`config.mk`:
```
export PLATFORM = sky130hd
export DESIGN_NAME = network_top
export DESIGN_NICKNAME = d
export VERILOG_FILES = /design/src/net_pkg.sv /design/src/second_timer.sv /design/src/net_config.sv /design/src/addr_fsm.sv /design/src/tx_arbiter.sv /design/src/network_top.sv
export SDC_FILE = /design/constraint.sdc
export NUM_CORES = 1
export LEC_CHECK = 0
export BUFFER_PORTS_ARGS = -buffer_cell sky130_fd_sc_hd__buf_2
export CAP_MARGIN = 20
export CORE_AREA = 4 4 204 206
export CTS_BUF_LIST = sky130_fd_sc_hd__clkbuf_4
export DETAILED_ROUTE_END_ITERATION = 10
export DIE_AREA = 0 0 208 210
export PLACE_DENSITY_LB_ADDON = 0.12
export SYNTH_ARGS = -nofsm -noshare
export SYNTH_HDL_FRONTEND = slang
export SYNTH_SLANG_ARGS = --single-unit
```
`constraint.sdc`:
```
create_clock -name tx_clock -period 14.68 [get_ports tx_clock]
set_input_delay 2.936 -clock tx_clock [delete_from_list [all_inputs] [get_ports tx_clock]]
set_output_delay 2.936 -clock tx_clock [all_outputs]
set_load 0.01 [all_outputs]
```
`src/net_pkg.sv`:
```
/*
  shared types and constants for the network control core
  all timing constants are in seconds of the tick timer,
  not in clock cycles
  net_state_t encoding is visible on the net_state output
*/

package net_pkg;

  // ----------------------------------------
  // address acquisition states
  // ----------------------------------------
  typedef enum logic [2:0] {
    st_start        = 3'd0,
    st_link_wait    = 3'd1,
    st_settle       = 3'd2,
    st_dhcp_request = 3'd3,
    st_dhcp_wait    = 3'd4,
    st_dhcp_bound   = 3'd5,
    st_running      = 3'd6
  } net_state_t;

  // granted transmit source, also the priority order
  typedef enum logic [1:0] {
    proto_arp  = 2'd0,
    proto_icmp = 2'd1,
    proto_dhcp = 2'd2,
    proto_udp  = 2'd3
  } tx_proto_t;

  // ----------------------------------------
  // field widths
  // ----------------------------------------
  localparam int IP_W      = 32;
  localparam int MAC_W     = 48;
  localparam int PORT_W    = 16;
  localparam int SEC_CNT_W = 4;

  // default mac, locally administered, bit 1 is patched per board
  localparam logic [MAC_W-1:0] BASE_MAC     = 48'h02_4E_45_54_00_01;
  localparam logic [15:0]      APIPA_PREFIX = {8'd169, 8'd254};

  // seconds based delays
  localparam logic [SEC_CNT_W-1:0] SETTLE_S       = 4'd1;
  localparam logic [SEC_CNT_W-1:0] DHCP_RETRY_1_S = 4'd1;
  localparam logic [SEC_CNT_W-1:0] DHCP_RETRY_2_S = 4'd3;
  localparam logic [SEC_CNT_W-1:0] DHCP_RETRY_3_S = 4'd7;
  localparam logic [SEC_CNT_W-1:0] DHCP_GIVE_UP_S = 4'd15;
  // 12 hours, used when the server grants a zero lease
  localparam logic [31:0]          DEFAULT_RENEW_S = 32'd43_200;

  // well known ports
  localparam logic [PORT_W-1:0] DHCP_CLIENT_PORT = 16'd68;
  localparam logic [PORT_W-1:0] DHCP_SERVER_PORT = 16'd67;
  localparam logic [PORT_W-1:0] DATA_SRC_PORT    = 16'd1024;

  localparam logic [IP_W-1:0]  BROADCAST_IP  = '1;
  localparam logic [MAC_W-1:0] BROADCAST_MAC = '1;

endpackage

```
`src/second_timer.sv`:
```
/*
  one second tick source for the address state machine
  ticks_per_second must be 2 or more
  restart zeroes the count, first pulse follows a full second later
*/

`timescale 1ns/1ps

module second_timer #(
  parameter int ticks_per_second = 125_000_000
) (
  input  logic tx_clock,
  input  logic rst_n,
  input  logic restart,
  output logic sec_pulse
);

  // cycle count inside the current second
  logic [$clog2(ticks_per_second)-1:0] count;
  logic                                last_tick;

  assign last_tick = (count == ($clog2(ticks_per_second))'(ticks_per_second - 1));

  always_ff @(posedge tx_clock) begin
    if (!rst_n || restart) begin
      count     <= '0;
      sec_pulse <= 1'b0;
    end else begin
      // wrap and flag the second boundary
      sec_pulse <= last_tick;
      count     <= last_tick ? '0 : count + 1'b1;
    end
  end

endmodule

```
`src/net_config.sv`:
```
/*
  configuration registers beside the address fsm
  static_ip of zero or all ones means "use dhcp"
  run_dest_* follow the udp destination one cycle late
  while run is low and freeze while run is high
*/

`timescale 1ns/1ps

module net_config import net_pkg::*; (
  input  logic              tx_clock,
  input  logic              rst_n,
  input  logic              cfg_write,
  input  logic [IP_W-1:0]   cfg_ip,
  input  logic              mac_bit,
  input  logic              run,
  input  logic [IP_W-1:0]   udp_dest_ip,
  input  logic [MAC_W-1:0]  udp_dest_mac,
  input  logic [PORT_W-1:0] udp_dest_port,
  output logic [IP_W-1:0]   static_ip,
  output logic [MAC_W-1:0]  local_mac,
  output logic [IP_W-1:0]   run_dest_ip,
  output logic [MAC_W-1:0]  run_dest_mac,
  output logic [PORT_W-1:0] run_dest_port
);

  // software written static address
  always_ff @(posedge tx_clock) begin
    if (!rst_n) begin
      static_ip <= '0;
    end else if (cfg_write) begin
      static_ip <= cfg_ip;
    end
  end

  // board strap inverts mac bit 1
  assign local_mac = {BASE_MAC[MAC_W-1:2], ~mac_bit, BASE_MAC[0]};

  // ----------------------------------------
  // udp peer latch
  // ----------------------------------------
  // a running stream keeps its peer
  always_ff @(posedge tx_clock) begin
    if (!run) begin
      run_dest_ip   <= udp_dest_ip;
      run_dest_mac  <= udp_dest_mac;
      run_dest_port <= udp_dest_port;
    end
  end

endmodule

```
`src/addr_fsm.sv`:
```
/*
  address acquisition: static ip, dhcp with retries, apipa fallback
  all delays are counted in sec_pulse seconds, so they carry
  up to one second of jitter after each timer restart
  seconds are only counted in st_dhcp_wait, not while a request
  is waiting for the arbiter
  link loss from any state past st_link_wait goes back to st_link_wait
*/

`timescale 1ns/1ps

module addr_fsm import net_pkg::*; (
  input  logic             tx_clock,
  input  logic             rst_n,
  input  logic             link_up,
  input  logic [IP_W-1:0]  static_ip,
  input  logic [MAC_W-1:0] local_mac,
  input  logic             sec_pulse,
  input  logic             offer_valid,
  input  logic [IP_W-1:0]  offer_ip,
  input  logic [31:0]      offer_lease,
  output logic             dhcp_req_valid,
  input  logic             dhcp_req_ready,
  output logic             timer_restart,
  output logic [IP_W-1:0]  local_ip,
  output net_state_t       net_state,
  output logic             dhcp_active,
  output logic             dhcp_timeout
);

  net_state_t           state;
  logic [SEC_CNT_W-1:0] sec_cnt;
  logic [SEC_CNT_W-1:0] sec_next;
  logic [31:0]          renew_cnt;
  logic                 static_ok;
  logic                 dhcp_retry;
  logic [IP_W-1:0]      apipa_ip;
  logic                 sec_tick;

  assign sec_next  = sec_cnt + 1'b1;
  // zero and all ones both mean unconfigured
  assign static_ok = (static_ip != '0) && (static_ip != '1);
  assign apipa_ip  = {APIPA_PREFIX, local_mac[15:0]};
  assign dhcp_retry = (sec_next == DHCP_RETRY_1_S) || (sec_next == DHCP_RETRY_2_S) ||
                      (sec_next == DHCP_RETRY_3_S);
  // a pulse from the second before a restart does not count
  assign sec_tick  = sec_pulse && !timer_restart;

  // ----------------------------------------
  // state register
  // ----------------------------------------
  always_ff @(posedge tx_clock) begin
    if (!rst_n) begin
      state         <= st_start;
      local_ip      <= '0;
      sec_cnt       <= '0;
      renew_cnt     <= '0;
      timer_restart <= 1'b0;
    end else begin
      timer_restart <= 1'b0;
      if (!link_up && state != st_start && state != st_link_wait) begin
        // link lost, start over once it returns
        state   <= st_link_wait;
        sec_cnt <= '0;
      end else begin
        case (state)
          st_start: begin
            state <= st_link_wait;
          end

          st_link_wait: begin
            sec_cnt <= '0;
            if (link_up) begin
              state         <= st_settle;
              timer_restart <= 1'b1;
            end
          end

          // let the link settle before choosing an address
          st_settle: begin
            if (sec_tick) begin
              if (sec_next == SETTLE_S) begin
                sec_cnt <= '0;
                if (static_ok) begin
                  local_ip <= static_ip;
                  state    <= st_running;
                end else begin
                  // dhcp discover goes out from 0.0.0.0
                  local_ip      <= '0;
                  state         <= st_dhcp_request;
                  timer_restart <= 1'b1;
                end
              end else begin
                sec_cnt <= sec_next;
              end
            end
          end

          // hold the request until the arbiter takes it
          st_dhcp_request: begin
            if (dhcp_req_ready) begin
              state <= st_dhcp_wait;
            end
          end

          st_dhcp_wait: begin
            if (offer_valid) begin
              local_ip      <= offer_ip;
              sec_cnt       <= '0;
              timer_restart <= 1'b1;
              // renew at half the lease
              renew_cnt     <= (offer_lease == '0) ? DEFAULT_RENEW_S : (offer_lease >> 1);
              state         <= st_dhcp_bound;
            end else if (sec_tick) begin
              sec_cnt <= sec_next;
              if (sec_next == DHCP_GIVE_UP_S) begin
                // no server answered, self assign
                local_ip <= apipa_ip;
                state    <= st_running;
              end else if (dhcp_retry) begin
                // retransmit at 1, 3, 7 s
                state <= st_dhcp_request;
              end
            end
          end

          // lease held, count down to renewal
          st_dhcp_bound: begin
            if (renew_cnt == '0) begin
              state         <= st_dhcp_request;
              timer_restart <= 1'b1;
            end else if (sec_tick) begin
              renew_cnt <= renew_cnt - 1'b1;
            end
          end

          st_running: begin
            // ends the one cycle timeout flag after apipa
            sec_cnt <= '0;
          end

          default: begin
            state <= st_start;
          end
        endcase
      end
    end
  end

  // ----------------------------------------
  // outputs
  // ----------------------------------------
  assign net_state      = state;
  assign dhcp_req_valid = (state == st_dhcp_request);
  assign dhcp_active    = (state == st_dhcp_request) || (state == st_dhcp_wait);
  assign dhcp_timeout   = (sec_cnt == DHCP_GIVE_UP_S);

endmodule

```
`src/tx_arbiter.sv`:
```
/*
  fixed priority transmit arbiter: arp, icmp, dhcp, udp
  one frame in flight, from grant until frame_done
  source ready is a one cycle grant, valid must be held until then
  frame_done is only honoured after frame_ready has been seen
*/

`timescale 1ns/1ps

module tx_arbiter import net_pkg::*; (
  input  logic              tx_clock,
  input  logic              rst_n,
  input  logic              arp_valid,
  output logic              arp_ready,
  input  logic [MAC_W-1:0]  arp_dest_mac,
  input  logic              icmp_valid,
  output logic              icmp_ready,
  input  logic [IP_W-1:0]   icmp_dest_ip,
  input  logic [MAC_W-1:0]  icmp_dest_mac,
  input  logic              dhcp_req_valid,
  output logic              dhcp_req_ready,
  input  logic              udp_valid,
  output logic              udp_ready,
  input  logic [IP_W-1:0]   run_dest_ip,
  input  logic [MAC_W-1:0]  run_dest_mac,
  input  logic [PORT_W-1:0] run_dest_port,
  output logic              frame_valid,
  input  logic              frame_ready,
  input  logic              frame_done,
  output tx_proto_t         frame_proto,
  output logic [IP_W-1:0]   frame_dest_ip,
  output logic [MAC_W-1:0]  frame_dest_mac,
  output logic [PORT_W-1:0] frame_src_port,
  output logic [PORT_W-1:0] frame_dest_port
);

  logic              busy;
  logic              grant;
  logic              grant_any;
  tx_proto_t         grant_proto;
  logic [IP_W-1:0]   grant_ip;
  logic [MAC_W-1:0]  grant_mac;
  logic [PORT_W-1:0] grant_src;
  logic [PORT_W-1:0] grant_dst;

  // ----------------------------------------
  // priority select and header fields
  // ----------------------------------------
  always_comb begin
    grant_any   = 1'b1;
    grant_proto = proto_arp;
    grant_ip    = '0;
    grant_mac   = arp_dest_mac;
    grant_src   = '0;
    grant_dst   = '0;
    if (arp_valid) begin
      // arp reply, mac only
      grant_proto = proto_arp;
    end else if (icmp_valid) begin
      grant_proto = proto_icmp;
      grant_ip    = icmp_dest_ip;
      grant_mac   = icmp_dest_mac;
    end else if (dhcp_req_valid) begin
      // discover and request are broadcast
      grant_proto = proto_dhcp;
      grant_ip    = BROADCAST_IP;
      grant_mac   = BROADCAST_MAC;
      grant_src   = DHCP_CLIENT_PORT;
      grant_dst   = DHCP_SERVER_PORT;
    end else if (udp_valid) begin
      grant_proto = proto_udp;
      grant_ip    = run_dest_ip;
      grant_mac   = run_dest_mac;
      grant_src   = DATA_SRC_PORT;
      grant_dst   = run_dest_port;
    end else begin
      grant_any = 1'b0;
    end
  end

  assign grant = !busy && grant_any;

  // one hot ready pulse toward the winner
  assign arp_ready      = grant && (grant_proto == proto_arp);
  assign icmp_ready     = grant && (grant_proto == proto_icmp);
  assign dhcp_req_ready = grant && (grant_proto == proto_dhcp);
  assign udp_ready      = grant && (grant_proto == proto_udp);

  // ----------------------------------------
  // frame in flight
  // ----------------------------------------
  always_ff @(posedge tx_clock) begin
    if (!rst_n) begin
      busy        <= 1'b0;
      frame_valid <= 1'b0;
    end else if (grant) begin
      busy        <= 1'b1;
      frame_valid <= 1'b1;
    end else if (frame_valid && frame_ready) begin
      frame_valid <= 1'b0;
    end else if (busy && !frame_valid && frame_done) begin
      // sender finished, idle next cycle
      busy <= 1'b0;
    end
  end

  // header capture at grant, held until the next one
  always_ff @(posedge tx_clock) begin
    if (grant) begin
      frame_proto     <= grant_proto;
      frame_dest_ip   <= grant_ip;
      frame_dest_mac  <= grant_mac;
      frame_src_port  <= grant_src;
      frame_dest_port <= grant_dst;
    end
  end

endmodule

```
`src/network_top.sv`:
```
/*
  network control core, single tx_clock domain
  receive side inputs (offers, udp peer) must already be
  synchronous to tx_clock
  ticks_per_second sets the length of one protocol second
*/

`timescale 1ns/1ps

module network_top import net_pkg::*; #(
  parameter int ticks_per_second = 125_000_000
) (
  input  logic              tx_clock,
  input  logic              rst_n,
  // configuration
  input  logic              cfg_write,
  input  logic [IP_W-1:0]   cfg_ip,
  input  logic              mac_bit,
  input  logic              run,
  input  logic [IP_W-1:0]   udp_dest_ip,
  input  logic [MAC_W-1:0]  udp_dest_mac,
  input  logic [PORT_W-1:0] udp_dest_port,
  // link and dhcp receive
  input  logic              link_up,
  input  logic              offer_valid,
  input  logic [IP_W-1:0]   offer_ip,
  input  logic [31:0]       offer_lease,
  // transmit sources
  input  logic              arp_valid,
  output logic              arp_ready,
  input  logic [MAC_W-1:0]  arp_dest_mac,
  input  logic              icmp_valid,
  output logic              icmp_ready,
  input  logic [IP_W-1:0]   icmp_dest_ip,
  input  logic [MAC_W-1:0]  icmp_dest_mac,
  input  logic              udp_valid,
  output logic              udp_ready,
  // frame sender
  output logic              frame_valid,
  input  logic              frame_ready,
  input  logic              frame_done,
  output tx_proto_t         frame_proto,
  output logic [IP_W-1:0]   frame_dest_ip,
  output logic [MAC_W-1:0]  frame_dest_mac,
  output logic [PORT_W-1:0] frame_src_port,
  output logic [PORT_W-1:0] frame_dest_port,
  // status
  output logic [IP_W-1:0]   local_ip,
  output logic [MAC_W-1:0]  local_mac,
  output net_state_t        net_state,
  output logic              dhcp_active,
  output logic              dhcp_timeout
);

  logic              sec_pulse;
  logic              timer_restart;
  logic [IP_W-1:0]   static_ip;
  logic              dhcp_req_valid;
  logic              dhcp_req_ready;
  logic [IP_W-1:0]   run_dest_ip;
  logic [MAC_W-1:0]  run_dest_mac;
  logic [PORT_W-1:0] run_dest_port;

  // ----------------------------------------
  // time base
  // ----------------------------------------
  second_timer #(
    .ticks_per_second(ticks_per_second)
  ) u_second_timer (
    .tx_clock (tx_clock),
    .rst_n    (rst_n),
    .restart  (timer_restart),
    .sec_pulse(sec_pulse)
  );

  net_config u_net_config (
    .tx_clock     (tx_clock),
    .rst_n        (rst_n),
    .cfg_write    (cfg_write),
    .cfg_ip       (cfg_ip),
    .mac_bit      (mac_bit),
    .run          (run),
    .udp_dest_ip  (udp_dest_ip),
    .udp_dest_mac (udp_dest_mac),
    .udp_dest_port(udp_dest_port),
    .static_ip    (static_ip),
    .local_mac    (local_mac),
    .run_dest_ip  (run_dest_ip),
    .run_dest_mac (run_dest_mac),
    .run_dest_port(run_dest_port)
  );

  // ----------------------------------------
  // address acquisition
  // ----------------------------------------
  addr_fsm u_addr_fsm (
    .tx_clock      (tx_clock),
    .rst_n         (rst_n),
    .link_up       (link_up),
    .static_ip     (static_ip),
    .local_mac     (local_mac),
    .sec_pulse     (sec_pulse),
    .offer_valid   (offer_valid),
    .offer_ip      (offer_ip),
    .offer_lease   (offer_lease),
    .dhcp_req_valid(dhcp_req_valid),
    .dhcp_req_ready(dhcp_req_ready),
    .timer_restart (timer_restart),
    .local_ip      (local_ip),
    .net_state     (net_state),
    .dhcp_active   (dhcp_active),
    .dhcp_timeout  (dhcp_timeout)
  );

  // dhcp requests share the arbiter with the external sources
  tx_arbiter u_tx_arbiter (
    .tx_clock       (tx_clock),
    .rst_n          (rst_n),
    .arp_valid      (arp_valid),
    .arp_ready      (arp_ready),
    .arp_dest_mac   (arp_dest_mac),
    .icmp_valid     (icmp_valid),
    .icmp_ready     (icmp_ready),
    .icmp_dest_ip   (icmp_dest_ip),
    .icmp_dest_mac  (icmp_dest_mac),
    .dhcp_req_valid (dhcp_req_valid),
    .dhcp_req_ready (dhcp_req_ready),
    .udp_valid      (udp_valid),
    .udp_ready      (udp_ready),
    .run_dest_ip    (run_dest_ip),
    .run_dest_mac   (run_dest_mac),
    .run_dest_port  (run_dest_port),
    .frame_valid    (frame_valid),
    .frame_ready    (frame_ready),
    .frame_done     (frame_done),
    .frame_proto    (frame_proto),
    .frame_dest_ip  (frame_dest_ip),
    .frame_dest_mac (frame_dest_mac),
    .frame_src_port (frame_src_port),
    .frame_dest_port(frame_dest_port)
  );

endmodule

```
==> results of run 1 <==
## power breakdown
part,switching (W),leakage (nW),internal (W)
registers,0.0000387,3.04,0.00108
clock network,0.000388,0.685,0.000452
logic,0.000249,4.37,0.000147
total,0.000675,8.10,0.00167
## metal layers
metal / wire length, um / global-route usage (%) / vias to the layer above
li1: - / - / 6195
met1: 20500 / 27.5 / 6122
met2: 23600 / 34.2 / 545
met3: 3790 / 5.63 / 84
met4: 1160 / 7.61 / 8
met5: 44 / 0 / -
## metrics by stage
stage	power (W)	area, um2	std cells
floorplan	0.00137	15100	1501
global placement	0.00153	17500	2371
detailed placement	0.00153	17500	2371
CTS	0.00239	18600	2527
global route	0.00249	18700	2534
finish	0.00235	18700	2539
## area by class of cell
class	count	area share, %
sequential	330	45.8
multi-input combinational	1008	30.5
timing repair buffer	494	13.5
clock buffer	128	5.14
tap	525	3.51
clock inverter	28	1.01
inverter	16	0.335
antenna	10	0.134
## registers in the layout (all words and copies together) (netlist names), 2 cells and up
name	flops
u_addr_fsm.local_ip	32
u_addr_fsm.net_state	3
u_addr_fsm.renew_cnt	32
u_addr_fsm.sec_cnt	4
u_net_config.run_dest_ip	32
u_net_config.run_dest_mac	48
u_net_config.run_dest_port	16
u_net_config.static_ip	32
u_second_timer.count	27
u_tx_arbiter.frame_dest_ip	32
u_tx_arbiter.frame_dest_mac	48
u_tx_arbiter.frame_dest_port	16
u_tx_arbiter.frame_proto	2
u_tx_arbiter.frame_src_port	2
## cells by family (layout without fill, tap and decap cells)
| family | count (synthesis) | after routing | share of synthesized area (%) |
|---|---|---|---|
| fa+ha+maj | 6 | 6 | 0.505 |
| mux | 82 | 82 | 5.52 |
| buf+inv | 163 | 666 | 5.75 |
| other cells | 2 | 70 | 0.0505 |
| flops | 330 | 330 | 57.6 |
| xor+xnor | 28 | 28 | 1.65 |
| simple gates | 519 | 519 | 16.4 |
| compound gates | 313 | 313 | 12.5 |
## worst max-delay path by stage
stage | end | startpoint | cells after the start | slack (ns)
5_1_grt | udp_ready | icmp_valid | 5 | 7.05
2_1_floorplan | u_tx_arbiter.frame_dest_ip[0]$_SDFFCE_PP0P_ | icmp_valid | 3 | 5.86
4_1_cts | udp_ready | icmp_valid | 5 | 7.17
3_3_place_gp | udp_ready | icmp_valid | 5 | 7.20
6_report | udp_ready | icmp_valid | 5 | 7.16
3_5_place_dp | udp_ready | icmp_valid | 5 | 7.17
## critical path, stage by stage
cell and delay [ns]:
buf_4 0.56, nor2_1 0.22, and3_1 0.41, nor2b_1 0.21, buf_2 0.16
## cells in the mapped netlist (7+ instances only)
cell type	n
nor2_1	225
edfxtp_1	196
a21oi_1	171
dfxtp_1	134
nand2_1	97
mux2i_1	82
clkbuf_1	68
buf_4	62
o21ai_0	46
nand3_1	42
nor4_1	29
nor3_1	26
xor2_1	21
a221oi_1	20
nand4_1	20
and2_1	19
o31ai_1	17
inv_1	16
buf_1	13
o211ai_1	13
nor2b_1	9
and3_1	7
nand2b_1	7
xnor2_1	7
==> metrics.md, run 1 <==
| Metric | Value |
|---|---|
| Gpl congestion | `just under 0.9` |
| PortBufs | `474` |
| Clock sinks | `330` |
| Initial antenna violation count | `12` |
| DRC violations left | `0` |
| NumNets Final | `between 2,000 and 2,500` |
| # setup viols final | `0` |
| Dpl ws | `around 7.2 ns` |
| Initial Utilization | `between 30 and 40%` |
| GRT Residual Overflow | `0` |
| CP Max Fanout | `74` |
| Crit share post-route | `between 50% and 60%` |
| RSZ-0062 raised after global routing | `no` |
| FF-to-FF path depth | `5` |
| Reg2reg end | `u_addr_fsm.renew_cnt[1]$_SDFFE_PN0P_` |
| FF+latch count, synth | `330` |
| Share of cells above drive strength 1 | `32.2%` |
| Post-CTS Resized | `0` |
| Drt pass-1 iters | `5` |
| Hold WS | `0.450 ns` |
| Die Height | `~210 um` |
| CP Data Arrival Time | `between 4 and 5 ns` |
| Setup slack after layout | `7.16 ns` |
| Setup tns final | `0 ns` |
| Slew @ Worst Pin | `between 0.9 and 1 ns` |
| Final WL | `49,100 um` |
| Die Area | `0.0437 mm2` |
| Distinct cells, synth | `63` |
| Drt wl/cell | `roughly 19 um` |
| Max Freq | `about 130 MHz` |
| Worst hold endpoint | `u_second_timer.sec_pulse$_SDFF_PP0_` |
| Hold_buf cts | `0` |
| Crit Path Class | `in -> out` |
| Clock Path Buffers | `3` |
| Detailed Place HPWL | `~35,000 um` |
| Row count | `73` |
| Worst Setup End Kind | `primary output` |
| Post-CTS setup buffers | `0` |
| Most frequent cells in the layout | `buf_2 (473), nor2_1 (223), edfxtp_1 (196)` |
| Clk_lat worst skew | `0.74 ns` |
| Vias in the first global route | `about 13,000` |
| First-pass GRT wire length | `approximately 73,000 um` |
| Final Critical Period | `~7.5 ns` |
| Synth top area cells | `edfxtp_1 (40%), dfxtp_1 (18%), a21oi_1 (5.8%)` |
| CTS root buffer | `clkbuf_4` |
| Peak supply drop | `roughly 0.000064 V` |
| Hold Fails Final Rpt | `0` |
| Vias post-DR | `about 13,000` |
| Area grow syn2layout | `25.7%` |
| RR Startpoint | `u_addr_fsm.net_state[2]$_SDFFE_PP0P_` |
| Total track usage | `between 20% and 30%` |
| Syn. warnings | `0` |
| PwrDens | `126 mW/mm2` |
| Skew final | `around 0.04 ns` |
| Cell taking the most area after synthesis | `edfxtp_1` |
| Top FF cell, synth | `edfxtp_1` |
| Gate Count Post-Synth | `roughly 1,400` |
| Iteration-0 DRC Markers | `1,016` |
| Pins Over Slew Limit | `0` |
| Ys async rst share | `0%` |
| Antenna Violating Nets Remaining | `0` |
| Seq. cell area | `between 0.008 and 0.009 mm2` |
| Largest net degree at the start of global routing | `between 70 and 80` |
| Max H-tree Level | `3` |
| EDFF count, synth | `roughly 200` |
| CTS tree | `done` |
| Tightest Hold Check Type | `reg -> reg` |
| Leakage | `slightly above 8 nW` |
| Fill cells | `approximately 3,900` |
| CTS Buf Count | `slightly above 90` |
| Multi-input gate area | `between 0.005 and 0.006 mm2` |
| CP Launch Type | `input pin` |
| CORE AREA | `0.0396 mm2` |
| Syn avg cell area | `roughly 10 um2` |
| Top-area cell type share of the netlist area | `approximately 40%` |
| Most common cell after layout, fill and taps aside | `buf_2` |
| Vias per cell | `between 5 and 6` |
| Slew margin rel. | `a little over a third` |
| Die W | `around 210 um` |
| Outcome | `finished clean` |
| Mapped cell area | `0.0149 mm2` |
| Reg2reg setup slack | `between 10 and 15 ns` |
| Min-delay src | `u_addr_fsm.timer_restart$_SDFF_PP0_` |
| MaxCap Viol Count | `0` |
| IO Pins | `roughly 540` |
| Data required, critical path | `between 10 and 15 ns` |
| Clk pin slew, worst setup/hold paths | `~0.060 ns` |
| Cells on Worst Hold Path | `1` |
| Post-synthesis sequential area ratio | `57.6%` |
| Final Core Density | `a little under half` |
No activity file was read; power rests on OpenSTA's default activity.
==> run 2: changes to the inputs <==
==> constraint.sdc (replaced) <==
create_clock -name tx_clock -period 7.23 [get_ports tx_clock]
set_input_delay 1.446 -clock tx_clock [delete_from_list [all_inputs] [get_ports tx_clock]]
set_output_delay 1.446 -clock tx_clock [all_outputs]
set_load 0.01 [all_outputs]
==> run 2 against run 1 <==
  * Power up 100%
  * Core utilization up 0.063 points
  * First-iteration DRC count down 6.6%
  * Via count down 0.73%
  * Clock power up 99%
==> metrics.md, run 2 (synthesized netlist as in run 1, its figures left out) <==
| Metric | Value |
|---|---|
| Outcome | `finished clean` |
| Initial Utilization | `37.5% (unchanged)` |
| Clk_lat worst skew | `0.77 ns (+0.03 ns)` |
| Die W | `208 um (unchanged)` |
| Fill cells | `3,851 (-1.4%)` |
| Die Height | `210 um (unchanged)` |
| GRT Residual Overflow | `0 (unchanged)` |
| Slowest cell on crit path | `buf_4` |
| IO Pins | `535 (unchanged)` |
| Peak supply drop | `0.000137 V (+110%)` |
| Drt pass-1 iters | `6 (+1)` |
| Vias post-DR | `12,859 (-0.73%)` |
| Initial antenna violation count | `11 (-1)` |
| RR Startpoint | `u_addr_fsm.net_state[0]$_SDFFE_PN0P_` |
| Placed cell count | `2,370 (-0.042%)` |
| Clock Path Buffers | `3 (unchanged)` |
| Drt wl/cell | `19.2 um (-0.78%)` |
| Hold WS | `0.448 ns (-0.00229 ns)` |
| Data required, critical path | `5.78 ns (-5.96 ns)` |
| Antenna Violating Nets Remaining | `0 (unchanged)` |
| PwrDens | `253 mW/mm2 (+100%)` |
| # setup viols final | `0 (unchanged)` |
| Post-CTS setup buffers | `0 (unchanged)` |
| CTS tree | `done` |
| Setup slack after layout | `2.71 ns (-4.44 ns)` |
| CTS Buf Count | `90 (-1.1%)` |
| Row count | `73 (unchanged)` |
| Slew @ Worst Pin | `1.02 ns (+0.0633 ns)` |
| CP Launch Type | `input pin` |
| Post-CTS Resized | `0 (unchanged)` |
| Pins Over Slew Limit | `0 (unchanged)` |
| Min-delay src | `u_addr_fsm.timer_restart$_SDFF_PP0_` |
| CTS root buffer | `clkbuf_4` |
| DRC violations left | `0 (unchanged)` |
| Tightest Hold Check Type | `reg -> reg` |
| Share of cells above drive strength 1 | `32.3% (+0.035 points)` |
| Vias in the first global route | `12,606 (unchanged)` |
| Tot Pwr | `0.00474 W (+100%)` |
| Gpl congestion | `0.877 (-0.69%)` |
| Final Critical Period | `4.52 ns` |
| Clk pin slew, worst setup/hold paths | `0.06 ns (about the same)` |
| First-pass GRT wire length | `73,500 um (+0.19%)` |
| Non-Filler Instances | `2,544 (+0.20%)` |
| Hold Fails Final Rpt | `0 (unchanged)` |
| Total track usage | `21.1% (about the same)` |
| Clock sinks | `330 (unchanged)` |
| Crit Path Class | `in -> out` |
| Reg2reg end | `u_addr_fsm.renew_cnt[1]$_SDFFE_PN0P_` |
| Iteration-0 DRC Markers | `949 (-6.6%)` |
| Crit share post-route | `a little over three fifths` |
| Cell breakdown of the critical path | `buf_4 -> nor2_1 -> and3_1 -> nor2b_1 -> buf_2` |
| Vias per cell | `5.05 (-0.93%)` |
| Hold_buf cts | `0 (unchanged)` |
| Final WL | `48,800 um (-0.59%)` |
| Area grow syn2layout | `25.9%` |
| NumNets Final | `2,277 (-0.088%)` |
| Most frequent cells in the layout | `buf_2 (473), nor2_1 (223), edfxtp_1 (196)` |
| Top Registers | `u_net_config.run_dest_mac (48), u_tx_arbiter.frame_dest_mac (48)` |
| CP Data Arrival Time | `3.07 ns (-1.52 ns)` |
| Max Freq | `roughly 220 MHz` |
| Setup tns final | `0 ns (unchanged)` |
| RSZ-0062 raised after global routing | `no` |
| PortBufs | `474 (unchanged)` |
| Max incr delay on CP | `0.58 ns (+0.02 ns)` |
| Reg2reg setup slack | `3.92 ns (-7.61 ns)` |
| CORE AREA | `0.0396 mm2 (unchanged)` |
| Critical Path Start | `icmp_valid` |
| Slew margin rel. | `31.9% (-3.7 points)` |
| Die Area | `0.0437 mm2 (unchanged)` |
| Worst hold endpoint | `u_second_timer.sec_pulse$_SDFF_PP0_` |
| Largest net degree at the start of global routing | `79 (+5.3%)` |
| Worst Setup End Kind | `primary output` |
| Detailed Place HPWL | `34,900 um (about the same)` |
| Cells on Worst Hold Path | `1 (unchanged)` |
| Dpl ws | `2.70 ns (-4.47 ns)` |
| MaxCap Viol Count | `0 (unchanged)` |
| CP Max Fanout | `41 (-45%)` |
| Most common cell after layout, fill and taps aside | `buf_2` |
| FF-to-FF path depth | `6 (+1)` |
| Max H-tree Level | `3 (unchanged)` |
| Skew final | `0.0502 ns (+0.0110 ns)` |
| Leakage | `8.10 nW (about the same)` |
[run 2: changes by cell type in the layout (fill, tap and decap cells not counted), moves of 2 or more]
cell,delta
buf_4,-4
bufinv_16,-2
clkbuf_4,+4
clkinv_1,+2
clkinv_2,-2
buf_12,+3
[run 2: where the power goes]
group / leakage [nW] / internal, W / switching (W)
registers: 3.04 / 0.00218 / 0.0000935
clock network: 0.680 / 0.000874 / 0.000792
logic: 4.38 / 0.000298 / 0.000497
[run 2: how the worst max path moves through the flow]
stage	to	cells after the start
final	udp_ready	5
after detailed placement	udp_ready	5
after global routing	udp_ready	5
after global placement	udp_ready	5
after CTS	udp_ready	5
after floorplan	u_tx_arbiter.frame_dest_ip[0]$_SDFFCE_PP0P_	3
[run 2: routing by layer]
layer,wire (um),GRT usage [%],vias to the layer above
li1,-,-,6183
met1,20300,27.3,6068
met2,23800,34.7,507
met3,3480,5.86,95
met4,1190,6.95,6
met5,41,0,-
[run 2: final cells by class]
type | count | area, um2 | share of cell area (%)
Sequential cell | 330 | 8570 | 45.8
Tap cell | 525 | 657 | 3.51
Multi-Input combinational cell | 1008 | 5700 | 30.4
Timing Repair Buffer | 493 | 2560 | 13.7
Inverter | 16 | 62.6 | 0.334
Clock buffer | 132 | 991 | 5.29
Clock inverter | 29 | 151 | 0.809
Antenna cell | 11 | 27.5 | 0.147
[run 2: critical path: cells and delay by family]
kind	cells	cell delay [ns]
AND/OR/NAND/NOR	3	0.85
buffers and inverters	2	0.74
[run 2: metrics by stage]
stage                     util [%]  instance area (um2)
after global placement        44.1                17500
after detailed placement      44.2                17500
after CTS                     47.1                18700
after global routing          47.2                18700
after floorplan                  -                15100
final                         47.2                18700
==> run 3: changes to the inputs <==
--- a/config.mk
+++ b/config.mk
@@ -5,12 +5,13 @@
 export SDC_FILE = /design/constraint.sdc
 export NUM_CORES = 1
 export LEC_CHECK = 0
+export ABC_AREA = 1
 export BUFFER_PORTS_ARGS = -buffer_cell sky130_fd_sc_hd__buf_2
 export CAP_MARGIN = 20
-export CORE_AREA = 4 4 204 206
+export CORE_AREA = 4 4 205 207
 export CTS_BUF_LIST = sky130_fd_sc_hd__clkbuf_4
 export DETAILED_ROUTE_END_ITERATION = 10
-export DIE_AREA = 0 0 208 210
+export DIE_AREA = 0 0 209 211
 export PLACE_DENSITY_LB_ADDON = 0.12
 export SYNTH_ARGS = -nofsm -noshare
 export SYNTH_HDL_FRONTEND = slang
==> constraint.sdc (replaced) <==
create_clock -name tx_clock -period 4.55 [get_ports tx_clock]
set_input_delay 0.91 -clock tx_clock [delete_from_list [all_inputs] [get_ports tx_clock]]
set_output_delay 0.91 -clock tx_clock [all_outputs]
set_load 0.01 [all_outputs]
==> run 3 against run 2 <==
  * Core utilization increased by 1.5 points
  * Worst hold slack got worse by 0.14 ns
  * Clock power up 66%
  * Power is 89% higher
  * Critical path depth grew 3
  * Clock-buffer cell count grew 2
  * Largest cell class unchanged
==> metrics.md, run 3 <==
| Metric | Value |
|---|---|
| CTS Buf Count | `92 (+2.2%)` |
| CORE AREA | `0.0404 mm2 (+1.8%)` |
| CP Max Fanout | `14 (-66%)` |
| Setup tns final | `0 ns (unchanged)` |
| Post-synthesis sequential area ratio | `54.1% (-3.5 points)` |
| Ys async rst share | `0% (unchanged)` |
| Post-CTS setup buffers | `0 (unchanged)` |
| Largest net degree at the start of global routing | `87 (+10%)` |
| Data required, critical path | `3.64 ns (-2.14 ns)` |
| RR Startpoint | `u_addr_fsm.net_state[1]$_SDFFE_PP0P_` |
| Most common cell after layout, fill and taps aside | `buf_2` |
| EDFF count, synth | `196 (unchanged)` |
| Final WL | `50,500 um (+3.4%)` |
| PwrDens | `455 mW/mm2 (+80%)` |
| Cell taking the most area after synthesis | `edfxtp_1` |
| Hold WS | `0.303 ns (-0.145 ns)` |
| Antenna Violating Nets Remaining | `0 (unchanged)` |
| Vias post-DR | `14,273 (+11%)` |
| Mapped cell area | `0.0158 mm2 (+6.5%)` |
| Hold Fails Final Rpt | `0 (unchanged)` |
| Clk_lat worst skew | `0.77 ns (about the same)` |
| Top FF cell, synth | `edfxtp_1` |
| Iteration-0 DRC Markers | `820 (-14%)` |
| Dpl ws | `1.36 ns (-1.34 ns)` |
| Clk pin slew, worst setup/hold paths | `0.06 ns (about the same)` |
| Final Critical Period | `3.53 ns` |
| Slew @ Worst Pin | `1.01 ns (-0.00770 ns)` |
| DRC violations left | `0 (unchanged)` |
| Gpl congestion | `0.850 (-3.1%)` |
| FF+latch count, synth | `330 (unchanged)` |
| Row count | `74 (+1.4%)` |
| Most frequent cells in the layout | `buf_2 (474), nand2_1 (365), nor2_1 (317)` |
| RSZ-0062 raised after global routing | `no` |
| Syn avg cell area | `8.56 um2 (-17%)` |
| Top-area cell type share of the netlist area | `37.2% (-2.4 points)` |
| Gate Count Post-Synth | `1,850 (+28%)` |
| Area grow syn2layout | `24.3%` |
| CP Data Arrival Time | `2.62 ns (-0.45 ns)` |
| Max Freq | `between 200 and 300 MHz` |
| Min-delay src | `udp_dest_mac[6]` |
| Slew margin rel. | `32.4% (+0.51 points)` |
| Drt pass-1 iters | `7 (+1)` |
| Vias per cell | `4.81 (-4.9%)` |
| Pins Over Slew Limit | `0 (unchanged)` |
| Synth top area cells | `edfxtp_1 (37%), dfxtp_1 (17%), nand2_1 (8.6%)` |
| Initial antenna violation count | `18 (+7)` |
| FF-to-FF path depth | `11 (+5)` |
| GRT Residual Overflow | `0 (unchanged)` |
| Worst Setup End Kind | `primary output` |
| Distinct cells, synth | `44 (-30%)` |
| Detailed Place HPWL | `37,200 um (+6.6%)` |
| Crit share post-route | `77.6%` |
| IO Pins | `535 (unchanged)` |
| Non-Filler Instances | `2,970 (+17%)` |
| Synth cell count leaders | `nand2_1 (365), nor2_1 (317), edfxtp_1 (196), inv_1 (153), a21oi_1 (136)` |
| Share of cells above drive strength 1 | `27.9% (-4.4 points)` |
| Outcome | `finished clean` |
| CTS tree | `done` |
| Fill cells | `4,092 (+6.3%)` |
| Die Area | `0.0441 mm2 (+0.96%)` |
| NumNets Final | `2,690 (+18%)` |
| Die W | `209 um (+0.48%)` |
| Max H-tree Level | `3 (unchanged)` |
| CTS root buffer | `clkbuf_4` |
| Crit Path Class | `reg -> out` |
| Tightest Hold Check Type | `in -> reg` |
| # setup viols final | `0 (unchanged)` |
| Setup slack after layout | `1.02 ns (-1.69 ns)` |
| Top Registers | `u_net_config.run_dest_mac (48), u_tx_arbiter.frame_dest_mac (48)` |
| Clock Path Buffers | `3 (unchanged)` |
| Die Height | `211 um (+0.48%)` |
| Worst hold endpoint | `u_net_config.run_dest_mac[6]$_DFFE_PN_` |
| Cells on Worst Hold Path | `1 (unchanged)` |
| Placed cell count | `2,789 (+18%)` |
| Post-CTS Resized | `0 (unchanged)` |
| Drt wl/cell | `17.0 um (-11%)` |
| First-pass GRT wire length | `76,300 um (+3.9%)` |
| MaxCap Viol Count | `0 (unchanged)` |
| Vias in the first global route | `13,735 (+9.0%)` |
| Skew final | `0.0413 ns (-0.00886 ns)` |
| Total track usage | `21.8% (+0.66 points)` |
| Syn. warnings | `0 (unchanged)` |
| CP Launch Type | `register` |
| Most frequent cell after synthesis | `nand2_1` |
| Reg2reg setup slack | `1.75 ns (-2.17 ns)` |
| Reg2reg end | `u_addr_fsm.renew_cnt[6]$_SDFFE_PN0P_` |
| Hold_buf cts | `0 (unchanged)` |
| Peak supply drop | `0.000249 V (+82%)` |
| Leakage | `8.99 nW (+11%)` |
| Clock sinks | `330 (unchanged)` |
| PortBufs | `474 (unchanged)` |
| Initial Utilization | `39.2% (+1.7 points)` |
[run 3: cell count changes after synthesis, moves of 34 or more]
cell,delta
a21oi_1,-35
o21ai_0,+65
mux2i_1,-34
inv_1,+137
nand2_1,+268
nor2_1,+92
nand3_1,+38
[run 3: logic make-up (layout without fill, tap and decap cells)]
family | after synthesis | count (layout) | share of synthesized area [%]
DFF | 330 | 330 | 54.1
AOI/OAI and AO/OA | 299 | 299 | 10.3
xor gates and xnor gates | 16 | 16 | 0.885
other | 2 | 73 | 0.0474
adders and majority gates | 6 | 6 | 0.474
and+or+nand+nor | 844 | 844 | 22.1
buffers and inverters | 305 | 822 | 9.09
muxes | 48 | 48 | 3.03
[run 3: where the power goes]
part | total (W) | internal [W] | leakage [nW] | switching, W
Clock | 0.00277 | 0.00147 | 0.706 | 0.00129
Combinational | 0.00246 | 0.000841 | 5.25 | 0.00162
Sequential | 0.00373 | 0.00354 | 3.04 | 0.000196
Total | 0.00896 | 0.00585 | 8.99 | 0.00311
[run 3: layer usage]
layer	vias up	routed length [um]	GRT usage, %
met5	-	30	0
met4	6	945	7.16
met3	78	4310	6.04
met2	577	24800	36.6
met1	6510	20400	27.3
li1	7102	-	-
[run 3: worst max path at each step]
stage / slack (ns) / from / endpoint / depth (start not counted)
after floorplan: 0.68 / icmp_valid / u_tx_arbiter.frame_dest_ip[0]$_SDFFCE_PP0P_ / 5
after global placement: 1.34 / udp_valid / u_tx_arbiter.frame_dest_ip[9]$_SDFFCE_PP0P_ / 6
after detailed placement: 1.36 / arp_valid / udp_ready / 8
after CTS: 0.89 / u_addr_fsm.net_state[1]$_SDFFE_PP0P_ / udp_ready / 8
after global routing: 0.74 / u_addr_fsm.net_state[1]$_SDFFE_PP0P_ / udp_ready / 8
final: 1.02 / u_addr_fsm.net_state[1]$_SDFFE_PP0P_ / udp_ready / 8
[run 3: worst max-delay path, stage by stage (launching register included)]
cell     delay [ns]
dfxtp_1        0.67
nand2_1        0.18
nor2_4         0.23
inv_2          0.06
nand3_2        0.08
nor2_1         0.06
inv_1          0.32
nor2_1         0.07
buf_2          0.17
[run 3: final cells by class]
type                            instances  area [um2]  share of cell area (%)
Antenna cell                           13        32.5                   0.165
Clock buffer                          134        1010                    5.11
Tap cell                              532         666                    3.38
Inverter                              162         614                    3.12
Sequential cell                       330        8570                    43.5
Clock inverter                         33         198                    1.00
Multi-Input combinational cell       1273        6050                    30.7
Timing Repair Buffer                  493        2550                    12.9
[run 3: per-stage QoR]
step           power, W  area, um2  utilization (%)
4_1_cts         0.00906      19600             48.6
6_report        0.00896      19700             48.8
2_1_floorplan   0.00545      16100                -
3_3_place_gp    0.00620      18400             45.6
3_5_place_dp    0.00624      18400             45.6
5_1_grt         0.00959      19700             48.7
